## config.mk

```make
export PLATFORM = sky130hd
export DESIGN_NAME = inst_fetch
export DESIGN_NICKNAME = d
export VERILOG_FILES = /design/src/cpu_pkg.sv /design/src/inst_fetch.sv
export VERILOG_INCLUDE_DIRS = /design/src /design/src/src
export SDC_FILE = /design/constraint.sdc
export NUM_CORES = 2
export LEC_CHECK = 0
export BUFFER_PORTS_ARGS = -buffer_cell sky130_fd_sc_hd__buf_4
export CAP_MARGIN = 5
export CORE_MARGIN = 3
export CORE_UTILIZATION = 30
export CTS_CLUSTER_DIAMETER = 80
export DETAILED_ROUTE_END_ITERATION = 8
export SLEW_MARGIN = 10
export SYNTH_ARGS = -nofsm -noshare
export SYNTH_HDL_FRONTEND = slang
export SYNTH_SLANG_ARGS = --single-unit
```

## constraint.sdc

```tcl
create_clock -name clk -period 2.9 [get_ports clk]
set_input_delay 0.58 -clock clk [delete_from_list [all_inputs] [get_ports clk]]
set_output_delay 0.58 -clock clk [all_outputs]
set_load 0.01 [all_outputs]
```

## src/cpu_params.svh

```systemverilog
/*
 * Global sizes for the 16-bit multi-cycle core.
 * Both local memories are 256 words, so PC bits above 8 only wrap the fetch index.
 * External data word n lives at CPU_DATA_BASE + 2n.
 */
`ifndef CPU_PARAMS_SVH
`define CPU_PARAMS_SVH

// Datapath
`define CPU_XLEN        16              // Register and data width
`define CPU_REG_CNT     16              // Architectural registers

// Local memories, in 16-bit words
`define CPU_IMEM_DEPTH  256
`define CPU_DMEM_DEPTH  256

// External write-through bus
`define CPU_AXI_ADDR_W  32
`define CPU_DATA_BASE   32'h0000_1000   // Byte address of data word 0

`endif

```

## src/cpu_pkg.sv

```systemverilog
/*
 * Shared types of the core.
 * Opcodes 6 and 7 have no name and retire as no-ops.
 * Struct widths follow the sizes in cpu_params.svh.
 */
`default_nettype none
`include "cpu_params.svh"

package cpu_pkg;

    typedef enum logic [2:0] {
        op_arith   = 3'd0,  // add / sub by func
        op_slt_mul = 3'd1,  // slt / mult by func
        op_load    = 3'd2,
        op_store   = 3'd3,
        op_beq     = 3'd4,
        op_jump    = 3'd5
    } opcode_e;

    // Field view of an instruction word
    typedef struct packed {
        opcode_e    opcode;  // [15:13]
        logic [3:0] rs;      // [12:9]
        logic [3:0] rt;      // [8:5]
        logic [3:0] rd;      // [4:1], upper part of imm
        logic       func;    // [0]
    } inst_t;

    typedef logic signed [`CPU_XLEN-1:0] word_t;

    // Program port entry
    typedef struct packed {
        logic       is_dmem;  // 1 data memory, 0 instruction memory
        logic [7:0] idx;      // Word index
        word_t      data;
    } prog_wr_t;

    typedef struct packed {
        word_t       value;    // ALU / slt / product
        logic [7:0]  idx;      // Data word index
        logic        taken;    // Branch taken or jump
        logic [11:0] next_pc;
        word_t       st_data;  // Store payload
    } exec_res_t;

    typedef struct packed {
        logic [`CPU_AXI_ADDR_W-1:0] addr;  // Byte address
        word_t                      data;
    } mem_wr_t;

    typedef struct packed {
        logic [11:0] pc;
        logic        we;
        logic [3:0]  rd;
        word_t       value;
    } retire_t;

endpackage

`default_nettype wire

```

## src/inst_fetch.sv

```systemverilog
/*
 * Instruction memory and program counter.
 * Program writes land whenever prog_valid is high, so drive them only while run is low.
 * PC steps by 2 on each fetch, a redirect overrides the step.
 */
`timescale 1ns/1ps
`default_nettype none
`include "cpu_params.svh"

module inst_fetch (
    input  logic               clk,
    input  logic               rst_n,
    input  logic               prog_valid,
    input  cpu_pkg::prog_wr_t  prog,
    input  logic               fetch_en,
    input  logic               redirect_en,
    input  logic [11:0]        next_pc,
    output cpu_pkg::inst_t     inst,
    output logic [11:0]        pc
);
    import cpu_pkg::*;

    inst_t imem [`CPU_IMEM_DEPTH];

    // Preload port and registered fetch
    always_ff @(posedge clk) begin
        if (prog_valid && !prog.is_dmem)
            imem[prog.idx] <= prog.data;
        if (fetch_en)
            inst <= imem[pc[8:1]];  // Byte PC to word index
    end

    always_ff @(posedge clk or negedge rst_n) begin
        if (!rst_n)
            pc <= '0;
        else if (redirect_en)
            pc <= next_pc;          // Taken branch or jump
        else if (fetch_en)
            pc <= pc + 12'd2;
    end

endmodule

`default_nettype wire

```

==> metrics <==
proportion of synthesized chip area in sequential cells=0.779; Clock Latency Late Sink=0.99 ns; Placed Cells=15090; Die W=734 um; distinct cell type count after synthesis=72; MaxCap Viol Count=0; failing checks=negative setup slack; placed cell areas=179000 um2; ys async rst share=0.00291; most common cell after layout, fill and taps aside=edfxtp_1; CTS clk-pin slew, worst paths=0.06 ns; Num CTS Buffers=404; First DRT Iteration DRCs=13096; setup TNS=-7.60 ns; most frequent cells in the layout=edfxtp_1 (4112), mux4_2 (869), buf_4 (859); die height=734 um; critical path depth=12; Starting Density=0.302; initial antenna violation count=39; core area=526000 um2; largest net degree at the start of global routing=100; Routed WL per cell=31.2 um; run status=finished, violations left; Die Area=538000 um2; PortBufs=69; WP buf/inv=6; grt ovf=0; Ports=70; Ys Warns=0; power density cells=695 nW/um2; clk root buf=clkbuf_16; Fillers=47113; setup ws final=-0.577 ns; worst min-delay path class=input pin to register; DR vias=85466; routability congestion estimate=0.878; WHS=0.0706 ns; Layout area overhead=23.1%; Crit path largest cell delay=0.52 ns; kind of critical path=register to register; Post-Route WL=498000 um; RSZ-0062 raised after global routing=true; Worst Hold Path Cells=1; Slew @ Worst Pin=1.21 ns; Worst Clk Skew=0.0809 ns; CP endpoint kind=register; delay-heaviest family, CP=compound AO/OA/AOI/OAI gates; DP HPWL=315000 um; Post-synth EDFFs=4112; fin crit share=1.20; clock period minus worst slack=3.48 ns; Synth Cell Area=159000 um2; CTS Buffer Depth=4; CP Launch Type=register; vias in the first global route=84877; Row Count=266; Peak VDD IR=0.000526 V; Max Slew Vio Count=0; sequential standard cell area=124000 um2; worst rel slew slack=0.193; CP required=3.62 ns; first-pass GRT wire length=689000 um; footprint of the multi-input gates=33900 um2; final setup fails=16; fmax=288 MHz; flops & latches, synth=4124; Net count, final=8701; Syn Inst Count=7347; P_leak=62.2 nW; critical path peak fanout=47; Fin. Hold Viols=0; Final Cell Area=196000 um2; # H-tree levels=5; via/cell ratio=5.35; layout cell share with drive strength beyond 1=0.345; fin util=0.372; slowest CP cell=dfrtp_4; residual DRC count=0; DR pass1 iterations=6; critical path arrival=4.20 ns; final std cells w/o fill=15976; CTS Sinks=4124; CP Cell Sequence=buf_12, buf_4, buf_6, nor2b_4, buf_16, a22oi_1, nand3_1, a211oi_2, buf_4, o22ai_2, buf_12, a31o_1; syn nets=7390; remaining antenna violation count=0; mean area per synthesized cell=21.6 um2; Worst R2R Path Depth=12; GRT Total Usage=0.180; CTS tree=built; ys flop type=edfxtp_1
[state kept, by name, indices dropped and copies added (netlist names)]
| name | count |
|---|---|
| inst | 16 |
| imem | 4096 |
| pc | 12 |
[layout make-up]
| type | count | share of cell area |
|---|---|---|
| clock inverters | 259 | 0.0134 |
| clock buffers | 484 | 0.0540 |
| flip-flops and latches | 4124 | 0.633 |
| well taps | 6968 | 0.0446 |
| inverters | 8 | 0.000262 |
| diodes | 13 | 0.000166 |
| repair buffers | 1356 | 0.0812 |
| multi-input cells | 2764 | 0.173 |
[metrics by stage]
stage	setup slack [ns]	power, mW
6_report	-0.577	136
5_1_grt	-0.552	139
4_1_cts	-0.562	136
3_5_place_dp	-1.29	83.0
3_3_place_gp	-1.53	82.9
2_1_floorplan	0.139	74.6
[Yosys cell counts, drive strengths merged (5+ instances only)]
cell        n  area share
a2111oi    12     0.00070
nor3       22     0.00069
a311oi      7     0.00039
nor4        8     0.00031
nand2     165      0.0039
a21oi     179      0.0056
o21ai     103      0.0032
clkbuf    174      0.0041
a22oi     134      0.0063
a31oi      22     0.00087
a221oi    111      0.0062
o2111ai     5     0.00028
inv         8     0.00019
nand3      61      0.0019
xnor2       6     0.00033
a22o       24      0.0013
o31ai       5     0.00024
o221ai     38      0.0021
and3        9     0.00035
mux2i     441       0.028
and2        7     0.00028
edfxtp   4112        0.78
a211oi     33      0.0016
nor2b      19     0.00075
nor2      314      0.0074
a221o       5     0.00031
buf       277       0.013
nand4      21     0.00083
nand2b      7     0.00028
dfrtp      12      0.0019
mux4      869        0.12
o22ai      67      0.0026
o211ai     13     0.00061
[worst reg2reg max path: stages (launching register included)]
cell and delay, ns:
dfrtp_4 0.52, buf_12 0.16, buf_4 0.13, buf_6 0.16, nor2b_4 0.18, buf_16 0.18
a22oi_1 0.58, nand3_1 0.25, a211oi_2 0.33, buf_4 0.19, o22ai_2 0.16, buf_12 0.19
a31o_1 0.20
[path summary, 6_finish.rpt]
path / slack (ns) / endpoint / from
hold / removal: 0.07 / imem[127][11] / prog[11]
setup / recovery: -0.58 / inst[13] / pc[3]
hold reg to reg: 0.53 / pc[0] / pc[0]
setup reg to reg: -0.58 / inst[13] / pc[3]
min in group asynchronous: 0.81 / pc[0] / rst_n
max in group asynchronous: 1.40 / pc[4] / rst_n
[routing by layer]
metal	track usage	wire length, um
met5	0.000890	166
met4	0.0616	18300
met3	0.0421	55600
met2	0.280	230000
met1	0.247	194000
[cell families (layout without fill, tap and decap cells)]
group / after synthesis / count (layout) / share of synthesized area
XOR/XNOR: 10 / 10 / 0.000551
buffers and inverters: 459 / 2107 / 0.0176
AND/OR/NAND/NOR: 651 / 651 / 0.0176
adder cells (fa/ha/maj): 1 / 1 / 0.0000787
AO/OA/AOI/OAI: 788 / 788 / 0.0341
flip-flops: 4124 / 4124 / 0.779
multiplexers: 1314 / 1314 / 0.151
other: 0 / 13 / 0
[what timing repair did]
action | 4_1_cts | 5_1_grt
resized for setup | 292 | 72
pin swaps | 51 | 32
gates cloned | 18 | 3
setup endpoints to repair | 20 | 16
buffers inserted | 58 | 29
hold buffers | 26 | 0
endpoints found under the hold margin | 101 | 0
[power breakdown]
| part | total [mW] | switching (mW) | internal, mW | leakage [nW] |
|---|---|---|---|---|
| logic | 17.5 | 10.0 | 7.41 | 18.7 |
| clock network | 52.6 | 22.8 | 29.8 | 6.40 |
| registers | 65.9 | 0.247 | 65.7 | 37.1 |
(Power assumes the default switching activity.)
