## src/cpu_params.svh

```systemverilog
/*
 * Global sizes for the 16-bit multi-cycle core.
 * Both local memories are 256 words, so PC bits above 8 only wrap the fetch index.
 * External data word n lives at CPU_DATA_BASE + 2n.
 */
`ifndef CPU_PARAMS_SVH
`define CPU_PARAMS_SVH

// Datapath
`define CPU_XLEN        16              // Register and data width
`define CPU_REG_CNT     16              // Architectural registers

// Local memories, in 16-bit words
`define CPU_IMEM_DEPTH  256
`define CPU_DMEM_DEPTH  256

// External write-through bus
`define CPU_AXI_ADDR_W  32
`define CPU_DATA_BASE   32'h0000_1000   // Byte address of data word 0

`endif

```

## src/cpu_pkg.sv

```systemverilog
/*
 * Shared types of the core.
 * Opcodes 6 and 7 have no name and retire as no-ops.
 * Struct widths follow the sizes in cpu_params.svh.
 */
`default_nettype none
`include "cpu_params.svh"

package cpu_pkg;

    typedef enum logic [2:0] {
        op_arith   = 3'd0,  // add / sub by func
        op_slt_mul = 3'd1,  // slt / mult by func
        op_load    = 3'd2,
        op_store   = 3'd3,
        op_beq     = 3'd4,
        op_jump    = 3'd5
    } opcode_e;

    // Field view of an instruction word
    typedef struct packed {
        opcode_e    opcode;  // [15:13]
        logic [3:0] rs;      // [12:9]
        logic [3:0] rt;      // [8:5]
        logic [3:0] rd;      // [4:1], upper part of imm
        logic       func;    // [0]
    } inst_t;

    typedef logic signed [`CPU_XLEN-1:0] word_t;

    // Program port entry
    typedef struct packed {
        logic       is_dmem;  // 1 data memory, 0 instruction memory
        logic [7:0] idx;      // Word index
        word_t      data;
    } prog_wr_t;

    typedef struct packed {
        word_t       value;    // ALU / slt / product
        logic [7:0]  idx;      // Data word index
        logic        taken;    // Branch taken or jump
        logic [11:0] next_pc;
        word_t       st_data;  // Store payload
    } exec_res_t;

    typedef struct packed {
        logic [`CPU_AXI_ADDR_W-1:0] addr;  // Byte address
        word_t                      data;
    } mem_wr_t;

    typedef struct packed {
        logic [11:0] pc;
        logic        we;
        logic [3:0]  rd;
        word_t       value;
    } retire_t;

endpackage

`default_nettype wire

```

## src/core_ctrl.sv

```systemverilog
/*
 * Sequencer, one instruction in flight.
 * ALU, branch, jump take 4 cycles, mult and load 5.
 * Store waits on the AXI write and retires the cycle after wr_done.
 * Fetch starts only while run is high.
 */
`timescale 1ns/1ps
`default_nettype none
`include "cpu_params.svh"

module core_ctrl (
    input  logic                clk,
    input  logic                rst_n,
    input  logic                run,
    input  cpu_pkg::inst_t      inst,
    input  logic [11:0]         pc,
    input  cpu_pkg::exec_res_t  res,
    input  cpu_pkg::word_t      mem_rd,
    input  cpu_pkg::word_t      rt_val,
    output logic                fetch_en,
    output logic                rd_en,
    output logic                ex_en,
    output logic                redirect_en,
    output logic [11:0]         next_pc,
    output logic                rf_wr_en,
    output logic [3:0]          rf_wr_idx,
    output cpu_pkg::word_t      rf_wr_val,
    output logic                dm_wr_en,
    output logic [7:0]          dm_idx,
    output cpu_pkg::word_t      dm_wr_val,
    output logic                wr_start,
    output cpu_pkg::mem_wr_t    wr,
    input  logic                wr_done,
    output logic                retire_valid,
    output cpu_pkg::retire_t    retire
);
    import cpu_pkg::*;

    typedef enum logic [2:0] {
        st_fetch, st_read, st_exec, st_mul, st_mem, st_wait, st_wb
    } state_e;

    state_e      state, state_nx;
    logic [11:0] inst_pc;           // PC of the instruction in flight
    logic        is_load, is_store, writes_rf;

    assign is_load   = (inst.opcode == op_load);
    assign is_store  = (inst.opcode == op_store);
    assign writes_rf = is_load || inst.opcode == op_arith || inst.opcode == op_slt_mul;

    // ########################################
    // Sequencer
    always_comb begin
        state_nx = state;
        case (state)
            st_fetch: if (run) state_nx = st_read;
            st_read:  state_nx = st_exec;
            st_exec: begin
                case (inst.opcode)
                    op_slt_mul:       state_nx = inst.func ? st_mul : st_wb;
                    op_load, op_store: state_nx = st_mem;
                    default:          state_nx = st_wb;
                endcase
            end
            st_mul:   state_nx = st_wb;
            st_mem:   state_nx = is_store ? st_wait : st_wb;
            st_wait:  if (wr_done) state_nx = st_wb;
            st_wb:    state_nx = st_fetch;
            default:  state_nx = st_fetch;
        endcase
    end

    always_ff @(posedge clk or negedge rst_n) begin
        if (!rst_n) begin
            state   <= st_fetch;
            inst_pc <= '0;
        end else begin
            state <= state_nx;
            if (fetch_en)
                inst_pc <= pc;      // Captured before the step
        end
    end

    // ########################################
    // Stage strobes
    assign fetch_en    = (state == st_fetch) && run;
    assign rd_en       = (state == st_read);
    assign ex_en       = (state == st_exec);
    assign redirect_en = (state == st_wb) && res.taken;
    assign next_pc     = res.next_pc;

    // Data memory, read index also serves loads
    assign dm_idx    = res.idx;
    assign dm_wr_en  = (state == st_mem) && is_store;
    assign dm_wr_val = rt_val;

    // Write-through, launched with the local store
    assign wr_start = dm_wr_en;
    assign wr.addr  = `CPU_DATA_BASE + {{(`CPU_AXI_ADDR_W-9){1'b0}}, res.idx, 1'b0};
    assign wr.data  = res.st_data;

    // Writeback and retire record
    assign rf_wr_en  = (state == st_wb) && writes_rf;
    assign rf_wr_idx = is_load ? inst.rt : inst.rd;     // Load targets rt
    assign rf_wr_val = is_load ? mem_rd : res.value;

    assign retire_valid = (state == st_wb);
    assign retire.pc    = inst_pc;
    assign retire.we    = rf_wr_en;
    assign retire.rd    = rf_wr_idx;
    assign retire.value = rf_wr_val;

endmodule

`default_nettype wire

```

## config.mk

```make
export PLATFORM = sky130hd
export DESIGN_NAME = core_ctrl
export DESIGN_NICKNAME = d
export VERILOG_FILES = /design/src/cpu_pkg.sv /design/src/core_ctrl.sv
export VERILOG_INCLUDE_DIRS = /design/src /design/src/src
export SDC_FILE = /design/constraint.sdc
export NUM_CORES = 1
export LEC_CHECK = 0
export CORE_AREA = 2 2 102 104
export CTS_BUF_LIST = sky130_fd_sc_hd__clkbuf_2
export CTS_CLUSTER_SIZE = 20
export DETAILED_ROUTE_END_ITERATION = 8
export DIE_AREA = 0 0 104 106
export DONT_BUFFER_PORTS = 1
export PLACE_DENSITY = 0.41
export SKIP_LAST_GASP = 1
export SLEW_MARGIN = 5
export SYNTH_ARGS = -nofsm -noshare
export SYNTH_HDL_FRONTEND = slang
export SYNTH_SLANG_ARGS = --single-unit
```

## constraint.sdc

```tcl
create_clock -name clk -period 2.5 [get_ports clk]
set_input_delay 0.75 -clock clk [delete_from_list [all_inputs] [get_ports clk]]
set_output_delay 0.75 -clock clk [all_outputs]
set_load 0.02 [all_outputs]
```

==> impl_metrics.csv <==
group,metric,value,unit
critical_path,cp.required,1.75,ns
sta,setup_viol,0,
hold_path,hold_path.class,"primary input to async pin",
cells_and_area,final_util,0.126,
route,drt-total-wl,3.46,mm
cts,cts_tree,"built",
critical_path,worstSetupPathType,"primary input to output port",
critical_path,arrival,1.70,ns
sta,max_freq,409,MHz
synthesis,ys_types,25,
synthesis,synthCells,189,
floorplan,io_pins,262,
grt,grt_max_degree,21,
cts,cts_buffers,3,
critical_path,cp-end-kind,"output port",
synthesis,synth.largest_area_cell,"buf_4",
sta,skew,0.0106,ns
critical_path,crit_fanout,20,
power,ir_worst_vdd,0.000234,V
place,gp_congestion,0.661,
critical_path,rrSetupSlack,0.63,ns
cells_and_area,areaGrowthSynthToFinish,-28.7,%
cts,clock_sinks,15,
synthesis,synth_area_per_cell,9.37,sq um
flow_run,maxCapViolCount,0,
grt,grt_pass1_vias,782,
place,dp_cells,241,
synthesis,synth-seq-area-share,0.212,
critical_path,reg2reg_from,"state[1]",
sta,slew_viol_final,0,
floorplan,core_area,10000,sq um
route,routedWlPerCell,14.1,um
cells_and_area,final_cells,245,
synthesis,yosysWarnings,0,
floorplan,initial_utilization,0.177,
sta,period_needed,2.45,ns
cells_and_area,finalNetCount,227,
synthesis,synth_area,1770,sq um
cts,cts.clk_slew.worst_paths,0.15,ns
place,io_buffers,0,
cts,cts_max_path_buffers,2,
synthesis,ys_ff_latch,15,
floorplan,die_area,11000,sq um
sta,whs,0.142,ns
cts,holdBufCountCts,0,
grt,grt_pass1_wl,4.60,mm
floorplan,fp-row-count,37,
power,cellLeakagePower,0.503,nW
synthesis,synth_top_area_share,0.449,
route,postRouteAntennaNets,0,
route,wl_met2,1.74,mm
route,drc,0,
route,top_layer_used,"met4",
grt,grtUsageTotal,0.0534,
cells_and_area,drive_above_1_share,0.404,
grt,grt.overflow.total,0,
route,num_vias,821,
cts,ctsResizeCount,0,
cts,h-tree-depth,1,
outcome,status,"completed",
grt,antenna_found_initial,0,
route,vias_per_cell,3.35,
place,hpwl,3.04,mm
route,met3RoutedLength,650,um
cells_and_area,antenna_cells,0,
place,post_dp_cell_area,1240,sq um
floorplan,die_w,104,um
route,first_pass_iters,2,
synthesis,ys_top_cells_by_area,"buf_4, dfrtp_1, mux2_2",
power,power.total,0.00122,W
route,met1_length,998,um
cts,clock-root-buffer,"clkbuf_2",
sta,grt_setup_unrepaired,"false",
sta,fin_crit_sh,0.979,
critical_path,reg2reg_depth,4,
critical_path,r2r_end,"inst_pc[11]",
cts,clock_latency,0.27,ns
power,cellPowerDensity,964,nW/um^2
sta,hold_viol,0,
cts,cts_setup_buffers,0,
cells_and_area,fin_area,1260,sq um
floorplan,fp.dieH,106,um
critical_path,cp-start-kind,"primary input",
route,drt_iter0_drc,14,
## where the power goes
group	leakage (nW)	internal, W	switching [W]	total, W
Combinational	0.308	0.000224	0.000292	0.000516
Clock	0.0164	0.0000362	0.0000732	0.000109
Sequential	0.179	0.000364	0.000227	0.000592
Total	0.503	0.000625	0.000593	0.00122
## per-stage QoR
stage,setup slack [ns],setup TNS (ns)
detailed placement,0.0454,0
floorplan,-0.0421,-0.842
finish,0.0522,0
global route,0.00528,0
CTS,0.0354,0
global placement,0.0426,0
## Yosys cell counts (all sizes together)
cell    number
and2         2
or2          1
buf        111
nand4b       1
nand2        1
nand2b       1
inv          2
o31ai        1
dfrtp       15
nor2         3
a21o         1
a21oi        3
mux2        32
nor3b        3
o21bai       2
and3         1
nand3b       2
nor2b        2
conb         2
a31oi        1
and3b        1
a211oi       1
## critical path: stages
cell and delay (ns):
nand2b_1 0.15, nor2_2 0.14, buf_12 0.18, mux2_2 0.47
## per-layer routing
| metal | vias to the layer above | global-route usage |
|---|---|---|
| li1 | 326 | - |
| met1 | 357 | 0.0469 |
| met2 | 124 | 0.0907 |
| met3 | 14 | 0.0411 |
| met4 | 0 | 0.0241 |
| met5 | - | 0 |
## cell type report
| cell class | instances | area (sq um) |
|---|---|---|
| fill | 1152 | 8740 |
| multi-input combinational | 83 | 639 |
| sequential | 15 | 375 |
| tap | 136 | 170 |
| timing repair buffer | 5 | 50.0 |
| clock buffer | 3 | 15.0 |
| inverter | 2 | 7.51 |
| clock inverter | 1 | 5.00 |
## kinds of logic after synthesis
kind of cell / count (synthesis) / share of synthesized area
buf+inv: 113 / 0.475
other cells: 2 / 0.00424
simple gates: 18 / 0.0721
flops: 15 / 0.212
mux: 32 / 0.204
compound gates: 9 / 0.0332
## placed cells by master, fill, tap and decap left out, types with 2 or more instances in the layout
cell type and instances:
nor3b_1 2, clkbuf_2 3, a21oi_1 3, dfrtp_1 15, o21bai_1 2, buf_4 4, inv_1 2, nor2_1 2
nand3b_1 2, nor2b_1 2, conb_1 24, mux2_2 32, and2_1 2
## how the worst max path moves through the flow
stage                     cells past startpoint  startpoint            to  slack, ns
final                                         4    inst[15]  rf_wr_val[9]       0.05
after global routing                          4    inst[15]    retire[16]      0.005
after global placement                        4    inst[15]    retire[16]       0.04
after floorplan                               5    inst[15]  rf_wr_idx[0]      -0.04
after detailed placement                      4    inst[15]    retire[16]       0.05
after CTS                                     4    inst[15]    retire[16]       0.04
## registers in the layout, summed over array words and instances, names as in the netlist
name,cells
inst_pc,12
state,3
Power figures use the tool's default switching activity.
