## src/cpu_params.svh

```systemverilog
/*
 * Global sizes for the 16-bit multi-cycle core.
 * Both local memories are 256 words, so PC bits above 8 only wrap the fetch index.
 * External data word n lives at CPU_DATA_BASE + 2n.
 */
`ifndef CPU_PARAMS_SVH
`define CPU_PARAMS_SVH

// Datapath
`define CPU_XLEN        16              // Register and data width
`define CPU_REG_CNT     16              // Architectural registers

// Local memories, in 16-bit words
`define CPU_IMEM_DEPTH  256
`define CPU_DMEM_DEPTH  256

// External write-through bus
`define CPU_AXI_ADDR_W  32
`define CPU_DATA_BASE   32'h0000_1000   // Byte address of data word 0

`endif

```

## src/cpu_pkg.sv

```systemverilog
/*
 * Shared types of the core.
 * Opcodes 6 and 7 have no name and retire as no-ops.
 * Struct widths follow the sizes in cpu_params.svh.
 */
`default_nettype none
`include "cpu_params.svh"

package cpu_pkg;

    typedef enum logic [2:0] {
        op_arith   = 3'd0,  // add / sub by func
        op_slt_mul = 3'd1,  // slt / mult by func
        op_load    = 3'd2,
        op_store   = 3'd3,
        op_beq     = 3'd4,
        op_jump    = 3'd5
    } opcode_e;

    // Field view of an instruction word
    typedef struct packed {
        opcode_e    opcode;  // [15:13]
        logic [3:0] rs;      // [12:9]
        logic [3:0] rt;      // [8:5]
        logic [3:0] rd;      // [4:1], upper part of imm
        logic       func;    // [0]
    } inst_t;

    typedef logic signed [`CPU_XLEN-1:0] word_t;

    // Program port entry
    typedef struct packed {
        logic       is_dmem;  // 1 data memory, 0 instruction memory
        logic [7:0] idx;      // Word index
        word_t      data;
    } prog_wr_t;

    typedef struct packed {
        word_t       value;    // ALU / slt / product
        logic [7:0]  idx;      // Data word index
        logic        taken;    // Branch taken or jump
        logic [11:0] next_pc;
        word_t       st_data;  // Store payload
    } exec_res_t;

    typedef struct packed {
        logic [`CPU_AXI_ADDR_W-1:0] addr;  // Byte address
        word_t                      data;
    } mem_wr_t;

    typedef struct packed {
        logic [11:0] pc;
        logic        we;
        logic [3:0]  rd;
        word_t       value;
    } retire_t;

endpackage

`default_nettype wire

```

## src/data_mem.sv

```systemverilog
/*
 * Local data memory, registered read every cycle.
 * Preload writes win over store writes on the same cycle.
 */
`timescale 1ns/1ps
`default_nettype none
`include "cpu_params.svh"

module data_mem (
    input  logic               clk,
    input  logic               prog_valid,
    input  cpu_pkg::prog_wr_t  prog,
    input  logic               wr_en,
    input  logic [7:0]         idx,
    input  cpu_pkg::word_t     wr_val,
    output cpu_pkg::word_t     rd_val
);
    import cpu_pkg::*;

    word_t mem [`CPU_DMEM_DEPTH];

    always_ff @(posedge clk) begin
        if (prog_valid && prog.is_dmem)
            mem[prog.idx] <= prog.data;     // Program port preload
        else if (wr_en)
            mem[idx] <= wr_val;             // Store
        rd_val <= mem[idx];
    end

endmodule

`default_nettype wire

```

## config.mk

```make
export PLATFORM = sky130hd
export DESIGN_NAME = data_mem
export DESIGN_NICKNAME = d
export VERILOG_FILES = /design/src/cpu_pkg.sv /design/src/data_mem.sv
export VERILOG_INCLUDE_DIRS = /design/src /design/src/src
export SDC_FILE = /design/constraint.sdc
export NUM_CORES = 2
export LEC_CHECK = 0
export BUFFER_PORTS_ARGS = -buffer_cell sky130_fd_sc_hd__buf_2
export CORE_AREA = 2 2 613 615
export CTS_BUF_LIST = sky130_fd_sc_hd__clkbuf_4
export CTS_CLUSTER_SIZE = 10
export DETAILED_ROUTE_END_ITERATION = 10
export DIE_AREA = 0 0 615 617
export MAX_ROUTING_LAYER = met4
export SLEW_MARGIN = 15
export SYNTH_ARGS = -nofsm -noshare
export SYNTH_HDL_FRONTEND = slang
export SYNTH_SLANG_ARGS = --single-unit
```

## constraint.sdc

```tcl
create_clock -name clk -period 4.9 [get_ports clk]
set_clock_uncertainty 0.2 [all_clocks]
set_input_delay 0.245 -clock clk [delete_from_list [all_inputs] [get_ports clk]]
set_output_delay 0.245 -clock clk [all_outputs]
set_load 0.02 [all_outputs]
```

==> run_summary.xml <==
<?xml version="1.0" encoding="UTF-8"?>
<metrics>
  <group name="power_and_ir_drop">
    <metric name="cellLeakagePower" unit="nW">59.61</metric>
    <metric name="share_comb_of_total_power" unit="%">6.5</metric>
    <metric name="power.switching" unit="mW">16.77</metric>
    <metric name="power_frac_clock" unit="%">39.4</metric>
    <metric name="sequentialPowerShare" unit="%">54.1</metric>
    <metric name="power.density_cell_area" unit="nW/um2">394.1</metric>
    <metric name="ir_worst_vdd" unit="uV">279.5</metric>
    <metric name="switching_share_of_power" unit="%">23.08</metric>
    <metric name="p_int" unit="mW">55.88</metric>
  </group>
  <group name="die">
    <metric name="row_count" unit="">225</metric>
    <metric name="die-height" unit="um">617</metric>
    <metric name="io_pins" unit="">68</metric>
    <metric name="floorplan.core_area" unit="um2">373600</metric>
    <metric name="die_w" unit="um">615</metric>
    <metric name="start_util" unit="%">42.73</metric>
    <metric name="design.die.area" unit="um2">379500</metric>
  </group>
  <group name="timing">
    <metric name="remaining_max_slew_budget_at_the_tightest_pin" unit="%">13.13</metric>
    <metric name="worst_pin_slew" unit="ns">1.291</metric>
    <metric name="timing.final.crit_period" unit="ns">4.845</metric>
    <metric name="post-route-period-util" unit="%">98.87</metric>
    <metric name="maxClockFrequency" unit="GHz">0.2064</metric>
    <metric name="tns" unit="ns">0</metric>
    <metric name="setup_slack" unit="ns">0.05518</metric>
    <metric name="finalMaxSlewViolations" unit="">0</metric>
    <metric name="setup_violations" unit="">0</metric>
    <metric name="finalHoldViolations" unit="">0</metric>
    <metric name="setup_repair_after_global_routing_missed_its_margin" unit="">false</metric>
  </group>
  <group name="finish">
    <metric name="areaGrowthSynthToFinish" unit="%">15.47</metric>
    <metric name="design.final.nets" unit="">9354</metric>
    <metric name="fraction_of_final_layout_cells_sized_beyond_drive_strength_1" unit="%">31.94</metric>
    <metric name="final_core_util" unit="%">49.34</metric>
    <metric name="design_area" unit="um2">184300</metric>
  </group>
  <group name="placed_design">
    <metric name="place.gp.congestion" unit="">0.9874</metric>
    <metric name="half_perimeter_wire_length_after_placement" unit="um">303400</metric>
    <metric name="pre_cts_slack" unit="ns">0.3139</metric>
    <metric name="io_buffers" unit="">67</metric>
    <metric name="dpl_cell_area" unit="um2">169700</metric>
  </group>
  <group name="outcome">
    <metric name="run_status" unit="">completed</metric>
  </group>
  <group name="detailed_routing">
    <metric name="routed-via-count" unit="">89250</metric>
    <metric name="drc" unit="">0</metric>
    <metric name="drt_pre_antenna_iters" unit="">7</metric>
    <metric name="drt_first_iter_violations" unit="">12332</metric>
    <metric name="detail_route.wirelength" unit="um">488300</metric>
    <metric name="post_detailed_route_wirelength_per_cell" unit="um">32.65</metric>
    <metric name="drt-vias-per-instance" unit="">5.967</metric>
    <metric name="ant_nets" unit="">0</metric>
  </group>
  <group name="synth">
    <metric name="synthesis.nets" unit="">7857</metric>
    <metric name="number_of_enable_type_register_cells_in_the_synthesized_netlist" unit="">4096</metric>
    <metric name="synth_cell_types" unit="">70</metric>
    <metric name="syn_area_per_cell" unit="um2">20.45</metric>
    <metric name="netlist_area" unit="um2">159600</metric>
    <metric name="postSynth.topFlopCell" unit="">sky130_fd_sc_hd__edfxtp_1</metric>
    <metric name="ys_ff_latch" unit="">4112</metric>
    <metric name="seq_total_area_yosys" unit="%">77.25</metric>
    <metric name="synth.yosys.warnings" unit="">0</metric>
    <metric name="async_flop_share" unit="%">0</metric>
    <metric name="syn-instance-count" unit="">7805</metric>
  </group>
  <group name="clock_tree">
    <metric name="clk_pin_slew_worst_paths" unit="ns">0.06</metric>
    <metric name="worstSkewPairLatency" unit="ns">1.68</metric>
    <metric name="clock_sink_count" unit="">4112</metric>
    <metric name="cts_max_path_buffers" unit="">5</metric>
    <metric name="cts_root_buf" unit="">sky130_fd_sc_hd__clkbuf_4</metric>
    <metric name="tritoncts" unit="">done</metric>
    <metric name="cts-htree-levels" unit="">7</metric>
    <metric name="numCtsBuffers" unit="">1106</metric>
  </group>
  <group name="setup_path">
    <metric name="critPathRequiredTime" unit="ns">5.98</metric>
    <metric name="cp.arrival" unit="ns">5.93</metric>
    <metric name="path_max_fanout" unit="">64</metric>
    <metric name="path_common_cell" unit="">sky130_fd_sc_hd__dlygate4sd3_1</metric>
    <metric name="cp_slowest_cell" unit="">sky130_fd_sc_hd__dlygate4sd3_1</metric>
    <metric name="worst_path_largest_cell_delay" unit="ns">0.77</metric>
    <metric name="critical_path.endpoint_type" unit="">flop</metric>
    <metric name="path_cells" unit="">dlygate4sd3_1 -&gt; clkbuf_8 -&gt; dlygate4sd3_1 -&gt; buf_12 -&gt; nor2_2 -&gt; nand2_1 -&gt; o31ai_1 -&gt; dlygate4sd3_1 -&gt; nand2_1 -&gt; dlygate4sd3_1 -&gt; nor2_1 -&gt; dlygate4sd3_1 -&gt; dlygate4sd3_1 -&gt; buf_4</metric>
    <metric name="critical_path.startpoint_type" unit="">input pin</metric>
    <metric name="critical_path_class" unit="">in2reg</metric>
  </group>
  <group name="worst_hold_path">
    <metric name="worstHoldPathType" unit="">in2reg</metric>
  </group>
  <group name="grt">
    <metric name="first_pass_grt_wire_length" unit="um">677700</metric>
    <metric name="grt_overflow_total" unit="">0</metric>
    <metric name="grt_start_max_net_pins" unit="">126</metric>
    <metric name="track_usage" unit="%">26.39</metric>
    <metric name="number_of_global_route_vias_before_repair" unit="">89438</metric>
    <metric name="grt_antenna_before_repair" unit="">34</metric>
  </group>
  <group name="flow_run">
    <metric name="max_cap_violations" unit="">0</metric>
  </group>
</metrics>
==> power by group through the flow <==
| stage | combinational (mW) | sequential, mW | clock [mW] |
|---|---|---|---|
| floorplan | 2.31 | 40.2 | 0 |
| global placement | 4.36 | 40.1 | 0 |
| detailed placement | 4.45 | 40.1 | 0 |
| CTS | 4.63 | 39.3 | 29.2 |
| global route | 4.82 | 39.3 | 30.9 |
| finish | 4.69 | 39.3 | 28.6 |
==> path summary, 6_finish.rpt <==
| check | start | to | slack (ns) | cells past startpoint |
|---|---|---|---|---|
| max | idx[2] | mem[144][9]$_DFFE_PP_ | 0.06 | 14 |
| min reg2reg | mem[19][9]$_DFFE_PP_ | rd_val[9]$_DFF_P_ | 0.90 | 4 |
| min | idx[3] | rd_val[6]$_DFF_P_ | 0.21 | 6 |
| max reg2reg | mem[243][12]$_DFFE_PP_ | rd_val[12]$_DFF_P_ | 0.73 | 8 |
==> metrics by stage <==
stage	power [mW]	hold WS, ns	instances
after floorplan	42.55	0.3838	7805
after CTS	73.12	0.009149	14921
final	72.65	0.2070	14957
after global routing	75.05	0.1087	14944
after detailed placement	44.53	0.5576	13042
after global placement	44.43	0.5520	13041
==> metal layers <==
layer | track usage [%] | wire [um] | part of all wire (%) | vias up
met3 | 6.323 | 48450 | 9.9 | 1088
met2 | 39.10 | 228600 | 47 | 5369
met5 | - | 0 | 0 | -
li1 | - | - | - | 36244
met1 | 33.27 | 184400 | 38 | 46549
met4 | 15.50 | 26780 | 5.5 | 0
==> repair_timing <==
item,4_1_cts,5_1_grt
resized for setup,0,1
hold endpoints to repair,7969,0
endpoints found under the setup margin,0,7
hold buffers,146,0
buffers inserted,0,0
==> flip-flops by register name, summed over array words and instances (netlist names) <==
signal,flops
mem,4096
rd_val,16
==> cell families (layout without fill, tap and decap cells) <==
| kind of cell | count (synthesis) | after routing | synth area share, % |
|---|---|---|---|
| compound gates | 781 | 781 | 3.529 |
| other cells | 0 | 36 | 0 |
| mux | 1434 | 1434 | 14.43 |
| buf+inv | 474 | 2596 | 1.882 |
| simple gates | 1004 | 1004 | 2.904 |
| flops | 4112 | 4112 | 77.25 |
==> worst max-delay path, delay by kind of cell <==
kind	cells	cell delay, ns
simple gates	4	0.61
buf+inv	9	4.86
compound gates	1	0.10
==> cell usage in the layout (no fill, tap or decap), types with 12 or more instances in the layout <==
cell type	instances
sky130_fd_sc_hd__buf_2	63
sky130_fd_sc_hd__a21oi_1	110
sky130_fd_sc_hd__mux2i_1	732
sky130_fd_sc_hd__a2111oi_0	13
sky130_fd_sc_hd__inv_2	21
sky130_fd_sc_hd__buf_4	565
sky130_fd_sc_hd__nand4_1	37
sky130_fd_sc_hd__nand2_1	183
sky130_fd_sc_hd__o22ai_1	92
sky130_fd_sc_hd__buf_16	13
sky130_fd_sc_hd__dlygate4sd3_1	131
sky130_fd_sc_hd__a22o_1	21
sky130_fd_sc_hd__clkinv_1	123
sky130_fd_sc_hd__edfxtp_1	4096
sky130_fd_sc_hd__nand3_1	76
sky130_fd_sc_hd__dfxtp_1	16
sky130_fd_sc_hd__diode_2	36
sky130_fd_sc_hd__clkbuf_4	1560
sky130_fd_sc_hd__a22oi_1	156
sky130_fd_sc_hd__nor4_1	65
sky130_fd_sc_hd__and2_1	12
sky130_fd_sc_hd__nor2_1	309
sky130_fd_sc_hd__o21ai_0	72
sky130_fd_sc_hd__nor3_1	125
sky130_fd_sc_hd__a211oi_1	46
sky130_fd_sc_hd__nand3_2	12
sky130_fd_sc_hd__bufinv_16	15
sky130_fd_sc_hd__mux4_2	687
sky130_fd_sc_hd__o221ai_1	159
sky130_fd_sc_hd__buf_12	83
sky130_fd_sc_hd__nor2_2	72
sky130_fd_sc_hd__a31oi_1	16
==> synthesized netlist by cell type (21+ instances only) <==
library cell               number  area share (%)
sky130_fd_sc_hd__edfxtp_1    4096              77
sky130_fd_sc_hd__mux2i_1      732             4.6
sky130_fd_sc_hd__mux4_2       687             9.7
sky130_fd_sc_hd__nor2_1       387            0.91
sky130_fd_sc_hd__nand2_1      199            0.47
sky130_fd_sc_hd__clkbuf_1     188            0.44
sky130_fd_sc_hd__o221ai_1     159            0.87
sky130_fd_sc_hd__a22oi_1      156            0.73
sky130_fd_sc_hd__nor3_1       127            0.40
sky130_fd_sc_hd__a21oi_1      110            0.34
sky130_fd_sc_hd__o22ai_1       92            0.36
sky130_fd_sc_hd__buf_2         89            0.28
sky130_fd_sc_hd__nand3_1       88            0.28
sky130_fd_sc_hd__buf_6         87            0.61
sky130_fd_sc_hd__o21ai_0       75            0.24
sky130_fd_sc_hd__nor4_1        68            0.27
sky130_fd_sc_hd__buf_4         53            0.25
sky130_fd_sc_hd__a211oi_1      46            0.22
sky130_fd_sc_hd__nand4_1       37            0.14
sky130_fd_sc_hd__buf_1         31           0.073
sky130_fd_sc_hd__a22o_1        21            0.12
==> layout make-up <==
type	instances	area, um2
inverters	5	26.28
diodes	36	90.09
flip-flops and latches	4112	123300
clock buffers	1560	11710
fillers	30568	189200
multi-input cells	3219	33930
clock inverters	173	1072
well taps	4994	6248
repair buffers	858	7931
Note: power is estimated with default switching activity, not from simulation.
