### src/cpu_params.svh
/*
 * Global sizes for the 16-bit multi-cycle core.
 * Both local memories are 256 words, so PC bits above 8 only wrap the fetch index.
 * External data word n lives at CPU_DATA_BASE + 2n.
 */
`ifndef CPU_PARAMS_SVH
`define CPU_PARAMS_SVH

// Datapath
`define CPU_XLEN        16              // Register and data width
`define CPU_REG_CNT     16              // Architectural registers

// Local memories, in 16-bit words
`define CPU_IMEM_DEPTH  256
`define CPU_DMEM_DEPTH  256

// External write-through bus
`define CPU_AXI_ADDR_W  32
`define CPU_DATA_BASE   32'h0000_1000   // Byte address of data word 0

`endif

### src/cpu_pkg.sv
/*
 * Shared types of the core.
 * Opcodes 6 and 7 have no name and retire as no-ops.
 * Struct widths follow the sizes in cpu_params.svh.
 */
`default_nettype none
`include "cpu_params.svh"

package cpu_pkg;

    typedef enum logic [2:0] {
        op_arith   = 3'd0,  // add / sub by func
        op_slt_mul = 3'd1,  // slt / mult by func
        op_load    = 3'd2,
        op_store   = 3'd3,
        op_beq     = 3'd4,
        op_jump    = 3'd5
    } opcode_e;

    // Field view of an instruction word
    typedef struct packed {
        opcode_e    opcode;  // [15:13]
        logic [3:0] rs;      // [12:9]
        logic [3:0] rt;      // [8:5]
        logic [3:0] rd;      // [4:1], upper part of imm
        logic       func;    // [0]
    } inst_t;

    typedef logic signed [`CPU_XLEN-1:0] word_t;

    // Program port entry
    typedef struct packed {
        logic       is_dmem;  // 1 data memory, 0 instruction memory
        logic [7:0] idx;      // Word index
        word_t      data;
    } prog_wr_t;

    typedef struct packed {
        word_t       value;    // ALU / slt / product
        logic [7:0]  idx;      // Data word index
        logic        taken;    // Branch taken or jump
        logic [11:0] next_pc;
        word_t       st_data;  // Store payload
    } exec_res_t;

    typedef struct packed {
        logic [`CPU_AXI_ADDR_W-1:0] addr;  // Byte address
        word_t                      data;
    } mem_wr_t;

    typedef struct packed {
        logic [11:0] pc;
        logic        we;
        logic [3:0]  rd;
        word_t       value;
    } retire_t;

endpackage

`default_nettype wire

### src/axi_lite_writer.sv
/*
 * Single-beat AXI4-Lite write master.
 * wr is sampled on wr_start while idle, wr_done pulses after the B handshake.
 * bresp is not looked at.
 */
`timescale 1ns/1ps
`default_nettype none
`include "cpu_params.svh"

module axi_lite_writer (
    input  logic                       clk,
    input  logic                       rst_n,
    input  logic                       wr_start,
    input  cpu_pkg::mem_wr_t           wr,
    output logic                       wr_done,
    output logic                       awvalid,
    input  logic                       awready,
    output logic [`CPU_AXI_ADDR_W-1:0] awaddr,
    output logic                       wvalid,
    input  logic                       wready,
    output cpu_pkg::word_t             wdata,
    output logic [1:0]                 wstrb,
    input  logic                       bvalid,
    output logic                       bready
);
    import cpu_pkg::*;

    typedef enum logic [1:0] {wr_idle, wr_addr_data, wr_resp} wr_state_e;

    wr_state_e state;
    logic      aw_done, w_done;     // Per-channel handshake seen
    logic      aw_fin, w_fin;

    assign wstrb  = 2'b11;          // Full 16-bit word
    assign aw_fin = aw_done | (awvalid & awready);
    assign w_fin  = w_done | (wvalid & wready);

    always_ff @(posedge clk or negedge rst_n) begin
        if (!rst_n) begin
            state   <= wr_idle;
            awvalid <= 1'b0;
            wvalid  <= 1'b0;
            bready  <= 1'b0;
            aw_done <= 1'b0;
            w_done  <= 1'b0;
            wr_done <= 1'b0;
        end else begin
            wr_done <= 1'b0;
            case (state)
                wr_idle: begin
                    if (wr_start) begin
                        awvalid <= 1'b1;    // AW and W raised together
                        wvalid  <= 1'b1;
                        aw_done <= 1'b0;
                        w_done  <= 1'b0;
                        state   <= wr_addr_data;
                    end
                end
                wr_addr_data: begin
                    if (awvalid && awready) begin
                        awvalid <= 1'b0;
                        aw_done <= 1'b1;
                    end
                    if (wvalid && wready) begin
                        wvalid <= 1'b0;
                        w_done <= 1'b1;
                    end
                    if (aw_fin && w_fin) begin
                        bready <= 1'b1;
                        state  <= wr_resp;
                    end
                end
                wr_resp: begin
                    if (bvalid) begin       // bready is high here
                        bready  <= 1'b0;
                        wr_done <= 1'b1;
                        state   <= wr_idle;
                    end
                end
                default: state <= wr_idle;
            endcase
        end
    end

    // Address and data held until their handshakes
    always_ff @(posedge clk) begin
        if (state == wr_idle && wr_start) begin
            awaddr <= wr.addr;
            wdata  <= wr.data;
        end
    end

endmodule

`default_nettype wire

### config.mk
export PLATFORM = sky130hd
export DESIGN_NAME = axi_lite_writer
export DESIGN_NICKNAME = d
export VERILOG_FILES = /design/src/cpu_pkg.sv /design/src/axi_lite_writer.sv
export VERILOG_INCLUDE_DIRS = /design/src /design/src/src
export SDC_FILE = /design/constraint.sdc
export NUM_CORES = 1
export LEC_CHECK = 0
export ABC_AREA = 1
export BUFFER_PORTS_ARGS = -buffer_cell sky130_fd_sc_hd__buf_4
export CAP_MARGIN = 20
export CELL_PAD_IN_SITES_DETAIL_PLACEMENT = 0
export CELL_PAD_IN_SITES_GLOBAL_PLACEMENT = 1
export CORE_AREA = 2 2 129 68
export DETAILED_ROUTE_END_ITERATION = 10
export DIE_AREA = 0 0 131 70
export PLACE_DENSITY = 0.62
export SYNTH_ARGS = -nofsm -noshare
export SYNTH_HDL_FRONTEND = slang
export SYNTH_SLANG_ARGS = --single-unit
### constraint.sdc
create_clock -name clk -period 3.15 [get_ports clk]
set_clock_uncertainty 0.2 [all_clocks]
set_input_delay 0.315 -clock clk [delete_from_list [all_inputs] [get_ports clk]]
set_output_delay 0.315 -clock clk [all_outputs]
set_load 0.01 [all_outputs]
==> results.json, run 1 <==
{
  "run_status": "complete, no violations",
  "fin_tns_setup_ps": 0,
  "synth_fa_ha_area_frac": 0,
  "antenna_found_initial": 0,
  "cts_buffers": 5,
  "postCtsResizedCells": 0,
  "numPortBuffers": 105,
  "setup_violations": 0,
  "yosysSeqAreaShare": 0.903,
  "p_per_area_nw_per_um2": 663,
  "die_w_um": 131,
  "end_kind": "flop",
  "clock_sinks": 56,
  "cts-root-buf": "clkbuf_16",
  "worstSkewPairLatency_ps": 290,
  "grt.total_usage": 0.0953,
  "critical_path_class": "reg -> reg",
  "cts_tree": "done",
  "drt_first_pass_iters": 4,
  "core_region_area_um2": 8260,
  "place_inst": 311,
  "layout_commonest_cell": "buf_4",
  "reg2reg_from": "state[1]",
  "grt_pass1_wl_um": 6640,
  "wl_per_cell_um": 12.3,
  "dp_hpwl_um": 2950,
  "post-cts-setup-buffer-count": 0,
  "start_util": 0.220,
  "vias_per_cell": 3.63,
  "fin_cells": 367,
  "holdBufCountCts": 48,
  "drt_iter0_drc": 35,
  "fmax_mhz": 506,
  "worstHoldEndpoint": "wr_done",
  "holdCritPathClass": "in -> reg",
  "drv_slew": 0,
  "path_buf_inv": 2,
  "cts_max_level": 2,
  "grt_pass1_vias": 1430,
  "start_kind": "flop",
  "avgSynthCellArea_um2": 20.2,
  "path_cells": "inv_2, nand3_4, inv_2",
  "syn_area_um2": 1820,
  "tightest_slew_ps": 1020,
  "rsz0062_at_grt": "false",
  "p_leak_uw": 0.00142,
  "die_y_um": 70,
  "cp_top_family": "buffers and inverters",
  "synthSimpleGateAreaFrac": 0.0564,
  "required_ps": 2860,
  "gp_congestion": 0.658,
  "synthXorXnorAreaFrac": 0,
  "r2r-end": "wdata[7]",
  "area_growth_syn_to_layout_pct": 85.1,
  "relSlewSlack": 0.322,
  "ys_warn_count": 0,
  "grt_start_max_net_pins": 49,
  "reg2reg_depth": 3,
  "ir_drop_uv": 229,
  "antenna_left": 0,
  "cpMaxStageDelayCell": "inv_2",
  "clockBufferDepth": 2,
  "drv_cap": 0,
  "clk_pin_slew_ps": 70,
  "whs_path_depth": 3,
  "die_area_um2": 9170,
  "final_cell_mix": "buf_4, dlygate4sd3_1, edfxtp_1, nand2_1, dfrtp_1",
  "pin_count": 108,
  "routed_wirelength_um": 4510,
  "synthMuxAreaShare": 0,
  "min_period_over_period": 0.627,
  "worstHoldStart": "bvalid",
  "ys_seq_elements": 56,
  "rows": 24,
  "num_vias": 1334,
  "num_antenna_cells": 0,
  "critical_path.max_stage_delay_ps": 730,
  "finalHoldViolCount": 0,
  "period_minus_slack_ps": 1980,
  "synth_compound_area_frac": 0.0158,
  "critPathMaxFanout": 48,
  "worstPathArrival_ps": 1690,
  "drive_gt1_frac": 0.480,
  "crit_top_cell": "inv_2",
  "synth.distinct_cells": 15,
  "ff2ff_setup_slack_ps": 1170,
  "final_nets": 304,
  "grt.overflow.total": 0,
  "drc": 0,
  "synth_top_family_by_area": "simple AND/OR/NAND/NOR gates",
  "syn_inst": 90
}
[area by class of cell]
cell class / instances / area [µm²]
Multi-Input combinational cell: 26 / 139
Timing Repair Buffer: 154 / 1280
Tap cell: 117 / 146
Clock buffer: 6 / 129
Sequential cell: 56 / 1640
Inverter: 7 / 26.3
Fill cell: 790 / 4890
Clock inverter: 1 / 5.00
[Yosys cell counts]
| library cell | instances | share of area |
|---|---|---|
| nand2_1 | 13 | 0.027 |
| nand2_4 | 1 | 0.0062 |
| inv_2 | 3 | 0.0062 |
| edfxtp_1 | 48 | 0.79 |
| buf_4 | 2 | 0.0083 |
| dfrtp_1 | 8 | 0.11 |
| o21ai_2 | 1 | 0.0048 |
| nand2_2 | 1 | 0.0034 |
| conb_1 | 1 | 0.0021 |
| nand3_4 | 1 | 0.0096 |
| o21ai_1 | 4 | 0.011 |
| nand3_2 | 1 | 0.0055 |
| nand3_1 | 1 | 0.0028 |
| inv_1 | 4 | 0.0083 |
| nor2_1 | 1 | 0.0021 |
[sequential cells by signal, indices dropped and copies added, names as in the netlist]
register  flops
aw_done       1
wvalid        1
awaddr       32
wdata        16
wr_done       1
awvalid       1
w_done        1
bready        1
state         2
[routing by layer]
layer  GRT usage  part of all wire  up-vias  routed length (µm)
li1            -                 -      637                   -
met4      0.0319            0.0035        0                  16
met5           0                 0        -                   0
met1       0.117              0.45      626                2020
met2       0.146              0.44       68                2000
met3      0.0483              0.10        3                 473
[stage by stage]
stage | hold WS [ps] | total power, µW | util | area [µm²] | worst slack, ps
2_1_floorplan | -181 | 1350 | - | 1820 | 1020
3_3_place_gp | -59.4 | 1670 | 0.332 | 2740 | 1180
3_5_place_dp | -56.8 | 1670 | 0.332 | 2740 | 1140
4_1_cts | 4.14 | 2260 | 0.406 | 3360 | 1140
5_1_grt | 106 | 2350 | 0.408 | 3370 | 1050
6_report | 94.8 | 2230 | 0.408 | 3370 | 1170
[cell families after synthesis]
kind of cell | Yosys count
AO/OA/AOI/OAI | 5
AND/OR/NAND/NOR | 19
other | 1
buffers and inverters | 9
flip-flops | 56
[power breakdown]
| part | internal (µW) | switching (µW) | leakage, µW | total [µW] |
|---|---|---|---|---|
| logic | 295 | 311 | 0.000811 | 606 |
| clock network | 290 | 243 | 0.0000667 | 533 |
| registers | 1030 | 66.4 | 0.000545 | 1090 |
[worst max path at each step]
stage	slack [ps]	cells past startpoint	start	end
floorplan	1020	3	state[1]	awaddr[0]
global placement	1180	3	state[1]	awaddr[27]
detailed placement	1140	3	state[1]	wdata[14]
CTS	1140	3	state[1]	awaddr[25]
global route	1050	3	state[1]	wdata[3]
finish	1170	3	state[1]	wdata[7]
[worst register-to-register path, stage by stage (launching register included)]
cell	delay (ps)
dfrtp_1	400
inv_2	100
nand3_4	120
inv_2	730
Power figures use the tool's default switching activity.
==> run 2, diff against run 1 <==
--- a/config.mk
+++ b/config.mk
@@ -14,7 +14,7 @@
 export CORE_AREA = 2 2 129 68
 export DETAILED_ROUTE_END_ITERATION = 10
 export DIE_AREA = 0 0 131 70
-export PLACE_DENSITY = 0.62
+export PLACE_DENSITY = 0.64
 export SYNTH_ARGS = -nofsm -noshare
 export SYNTH_HDL_FRONTEND = slang
 export SYNTH_SLANG_ARGS = --single-unit
==> constraint.sdc (replaced) <==
create_clock -name clk -period 1.6 [get_ports clk]
set_clock_uncertainty 0.2 [all_clocks]
set_input_delay 0.16 -clock clk [delete_from_list [all_inputs] [get_ports clk]]
set_output_delay 0.16 -clock clk [all_outputs]
set_load 0.01 [all_outputs]
==> run 2 against run 1 <==
Hold slack lost 83 ps. First-iteration DRC count shrank 23%. Utilization grew 0.86 points. Via count shrank 0.15%. Sequential cell count is the same. Design area grew 2.1%. Power grew 100%. Critical path type unchanged.
==> results.json, run 2 (synthesis results as in run 1) <==
{
  "grt_pass1_wl_um": 7290,
  "fin_tns_setup_ps": 0,
  "p_leak_uw": 0.00144,
  "grt_pass1_vias": 1429,
  "met1_usage": 0.136,
  "postCtsResizedCells": 0,
  "cp_top_family": "buffers and inverters",
  "clk_pin_slew_ps": 70,
  "ff2ff_setup_slack_ps": 90,
  "area_growth_syn_to_layout_pct": 89.1,
  "setup_violations": 0,
  "path_cells": "inv_2, nand3_4, clkinvlp_4, buf_4",
  "die_w_um": 131,
  "cpMaxStageDelayCell": "dfrtp_1",
  "period_minus_slack_ps": 1510,
  "end_kind": "flop",
  "layout_commonest_cell": "buf_4",
  "numPortBuffers": 105,
  "cp-startpoint": "state[1]",
  "cts_buffers": 5,
  "grt.overflow.total": 0,
  "reg2reg_from": "state[1]",
  "drv_cap": 0,
  "p_int_uw": 3220,
  "worstPathArrival_ps": 1290,
  "drv_slew": 0,
  "clockBufferDepth": 2,
  "drt_first_pass_iters": 4,
  "antenna_found_initial": 0,
  "holdWs_ps": 12.1,
  "rsz0062_at_grt": "false",
  "cts-root-buf": "clkbuf_16",
  "cts_tree": "done",
  "required_ps": 1380,
  "vias_per_cell": 3.57,
  "comb_power_share": 0.285,
  "largest_register_ff_count": 32,
  "cts_max_level": 2,
  "clock_sinks": 56,
  "utilization": 0.416,
  "gp_congestion": 0.702,
  "fin_ws_ps": 90.5,
  "met3_usage": 0.0536,
  "die_area_um2": 9170,
  "reg2reg_depth": 4,
  "die_y_um": 70,
  "drt_iter0_drc": 27,
  "path_buf_inv": 3,
  "finalHoldViolCount": 0,
  "start_util": 0.220,
  "netSwitchingFraction": 0.283,
  "crit_path_end": "awaddr[31]",
  "p_sw_uw": 1270,
  "cp.depth": 4,
  "drive_gt1_frac": 0.480,
  "ir_drop_uv": 487,
  "routed_wirelength_um": 4820,
  "reg_top3": "awaddr: 32 flops, wdata: 16 flops, state: 2 flops",
  "drc": 0,
  "min_period_over_period": 0.943,
  "holdCritPathClass": "in -> reg",
  "num_vias": 1332,
  "grt.busiest_layer": "met2",
  "worstSkewPairLatency_ps": 290,
  "critPathMaxFanout": 16,
  "core_region_area_um2": 8260,
  "rows": 24,
  "pin_count": 108,
  "use_met2": 0.159,
  "fmax_mhz": 662,
  "final_nets": 309,
  "critical_path_class": "reg -> reg",
  "r2r-end": "awaddr[31]",
  "dp_hpwl_um": 3260,
  "grt.total_usage": 0.107,
  "antenna_left": 0,
  "num_antenna_cells": 0,
  "run_status": "complete, no violations",
  "start_kind": "flop",
  "pwr-share-clk": 0.238,
  "wl_per_cell_um": 12.9,
  "p_per_area_nw_per_um2": 1300,
  "pre_cts_ws_ps": 92.5,
  "final_cell_mix": "buf_4, dlygate4sd3_1, edfxtp_1, nand2_1, dfrtp_1",
  "critical_path.max_stage_delay_ps": 400,
  "pwr-share-seq": 0.478,
  "grt_start_max_net_pins": 33,
  "top_register": "awaddr"
}
run 2: cell count changes in the layout (fill, tap and decap cells not counted), sizes merged:
cell         change
inv              -1
clkinvlp         +3
dlygate4sd3      +3
buf              +2
clkbuf           -1
run 2: layout make-up:
type | instances | area (µm²)
inverters | 7 | 30.0
repair buffers | 159 | 1340
clock buffers | 5 | 125
flip-flops and latches | 56 | 1640
multi-input cells | 26 | 139
fillers | 781 | 4820
well taps | 117 | 146
clock inverters | 3 | 18.8
run 2: repair_timing:
action | in CTS | in global routing
endpoints found under the hold margin | 60 | 0
setup endpoints to repair | 0 | 0
hold buffers | 52 | 0
setup buffers | 0 | 0
run 2: worst min-delay path by stage:
stage	start	to	slack, ps	cells after the start
5_1_grt	rst_n	state[0]	30	2
3_3_place_gp	rst_n	w_done	-210	1
4_1_cts	wr_start	state[0]	8	3
2_1_floorplan	rst_n	aw_done	-340	0
3_5_place_dp	rst_n	state[0]	-210	1
6_report	wr_start	state[0]	10	3
run 2: power by group through the flow:
stage	registers (µW)	clock network [µW]	logic (µW)
floorplan	2320	0	336
global placement	2160	0	1180
detailed placement	2170	0	1180
CTS	2150	1100	1290
global route	2180	1170	1390
finish	2140	1070	1280
run 2: per-layer routing:
metal  vias up  wire length (µm)
li1        647                 -
met1       615              2100
met2        64              2150
met3         6               498
met4         0                69
met5         -                 0
run 2: per-stage QoR:
stage / instance area (µm²) / total power [µW] / instances
2_1_floorplan: 1830 / 2660 / 91
3_3_place_gp: 2770 / 3340 / 313
3_5_place_dp: 2770 / 3360 / 313
4_1_cts: 3440 / 4540 / 373
5_1_grt: 3440 / 4740 / 373
6_report: 3440 / 4480 / 373
run 2: worst reg2reg max path: stages, from the launching register on:
cell and delay [ps]:
dfrtp_1 400, inv_2 100, nand3_4 130, clkinvlp_4 120
buf_4 240
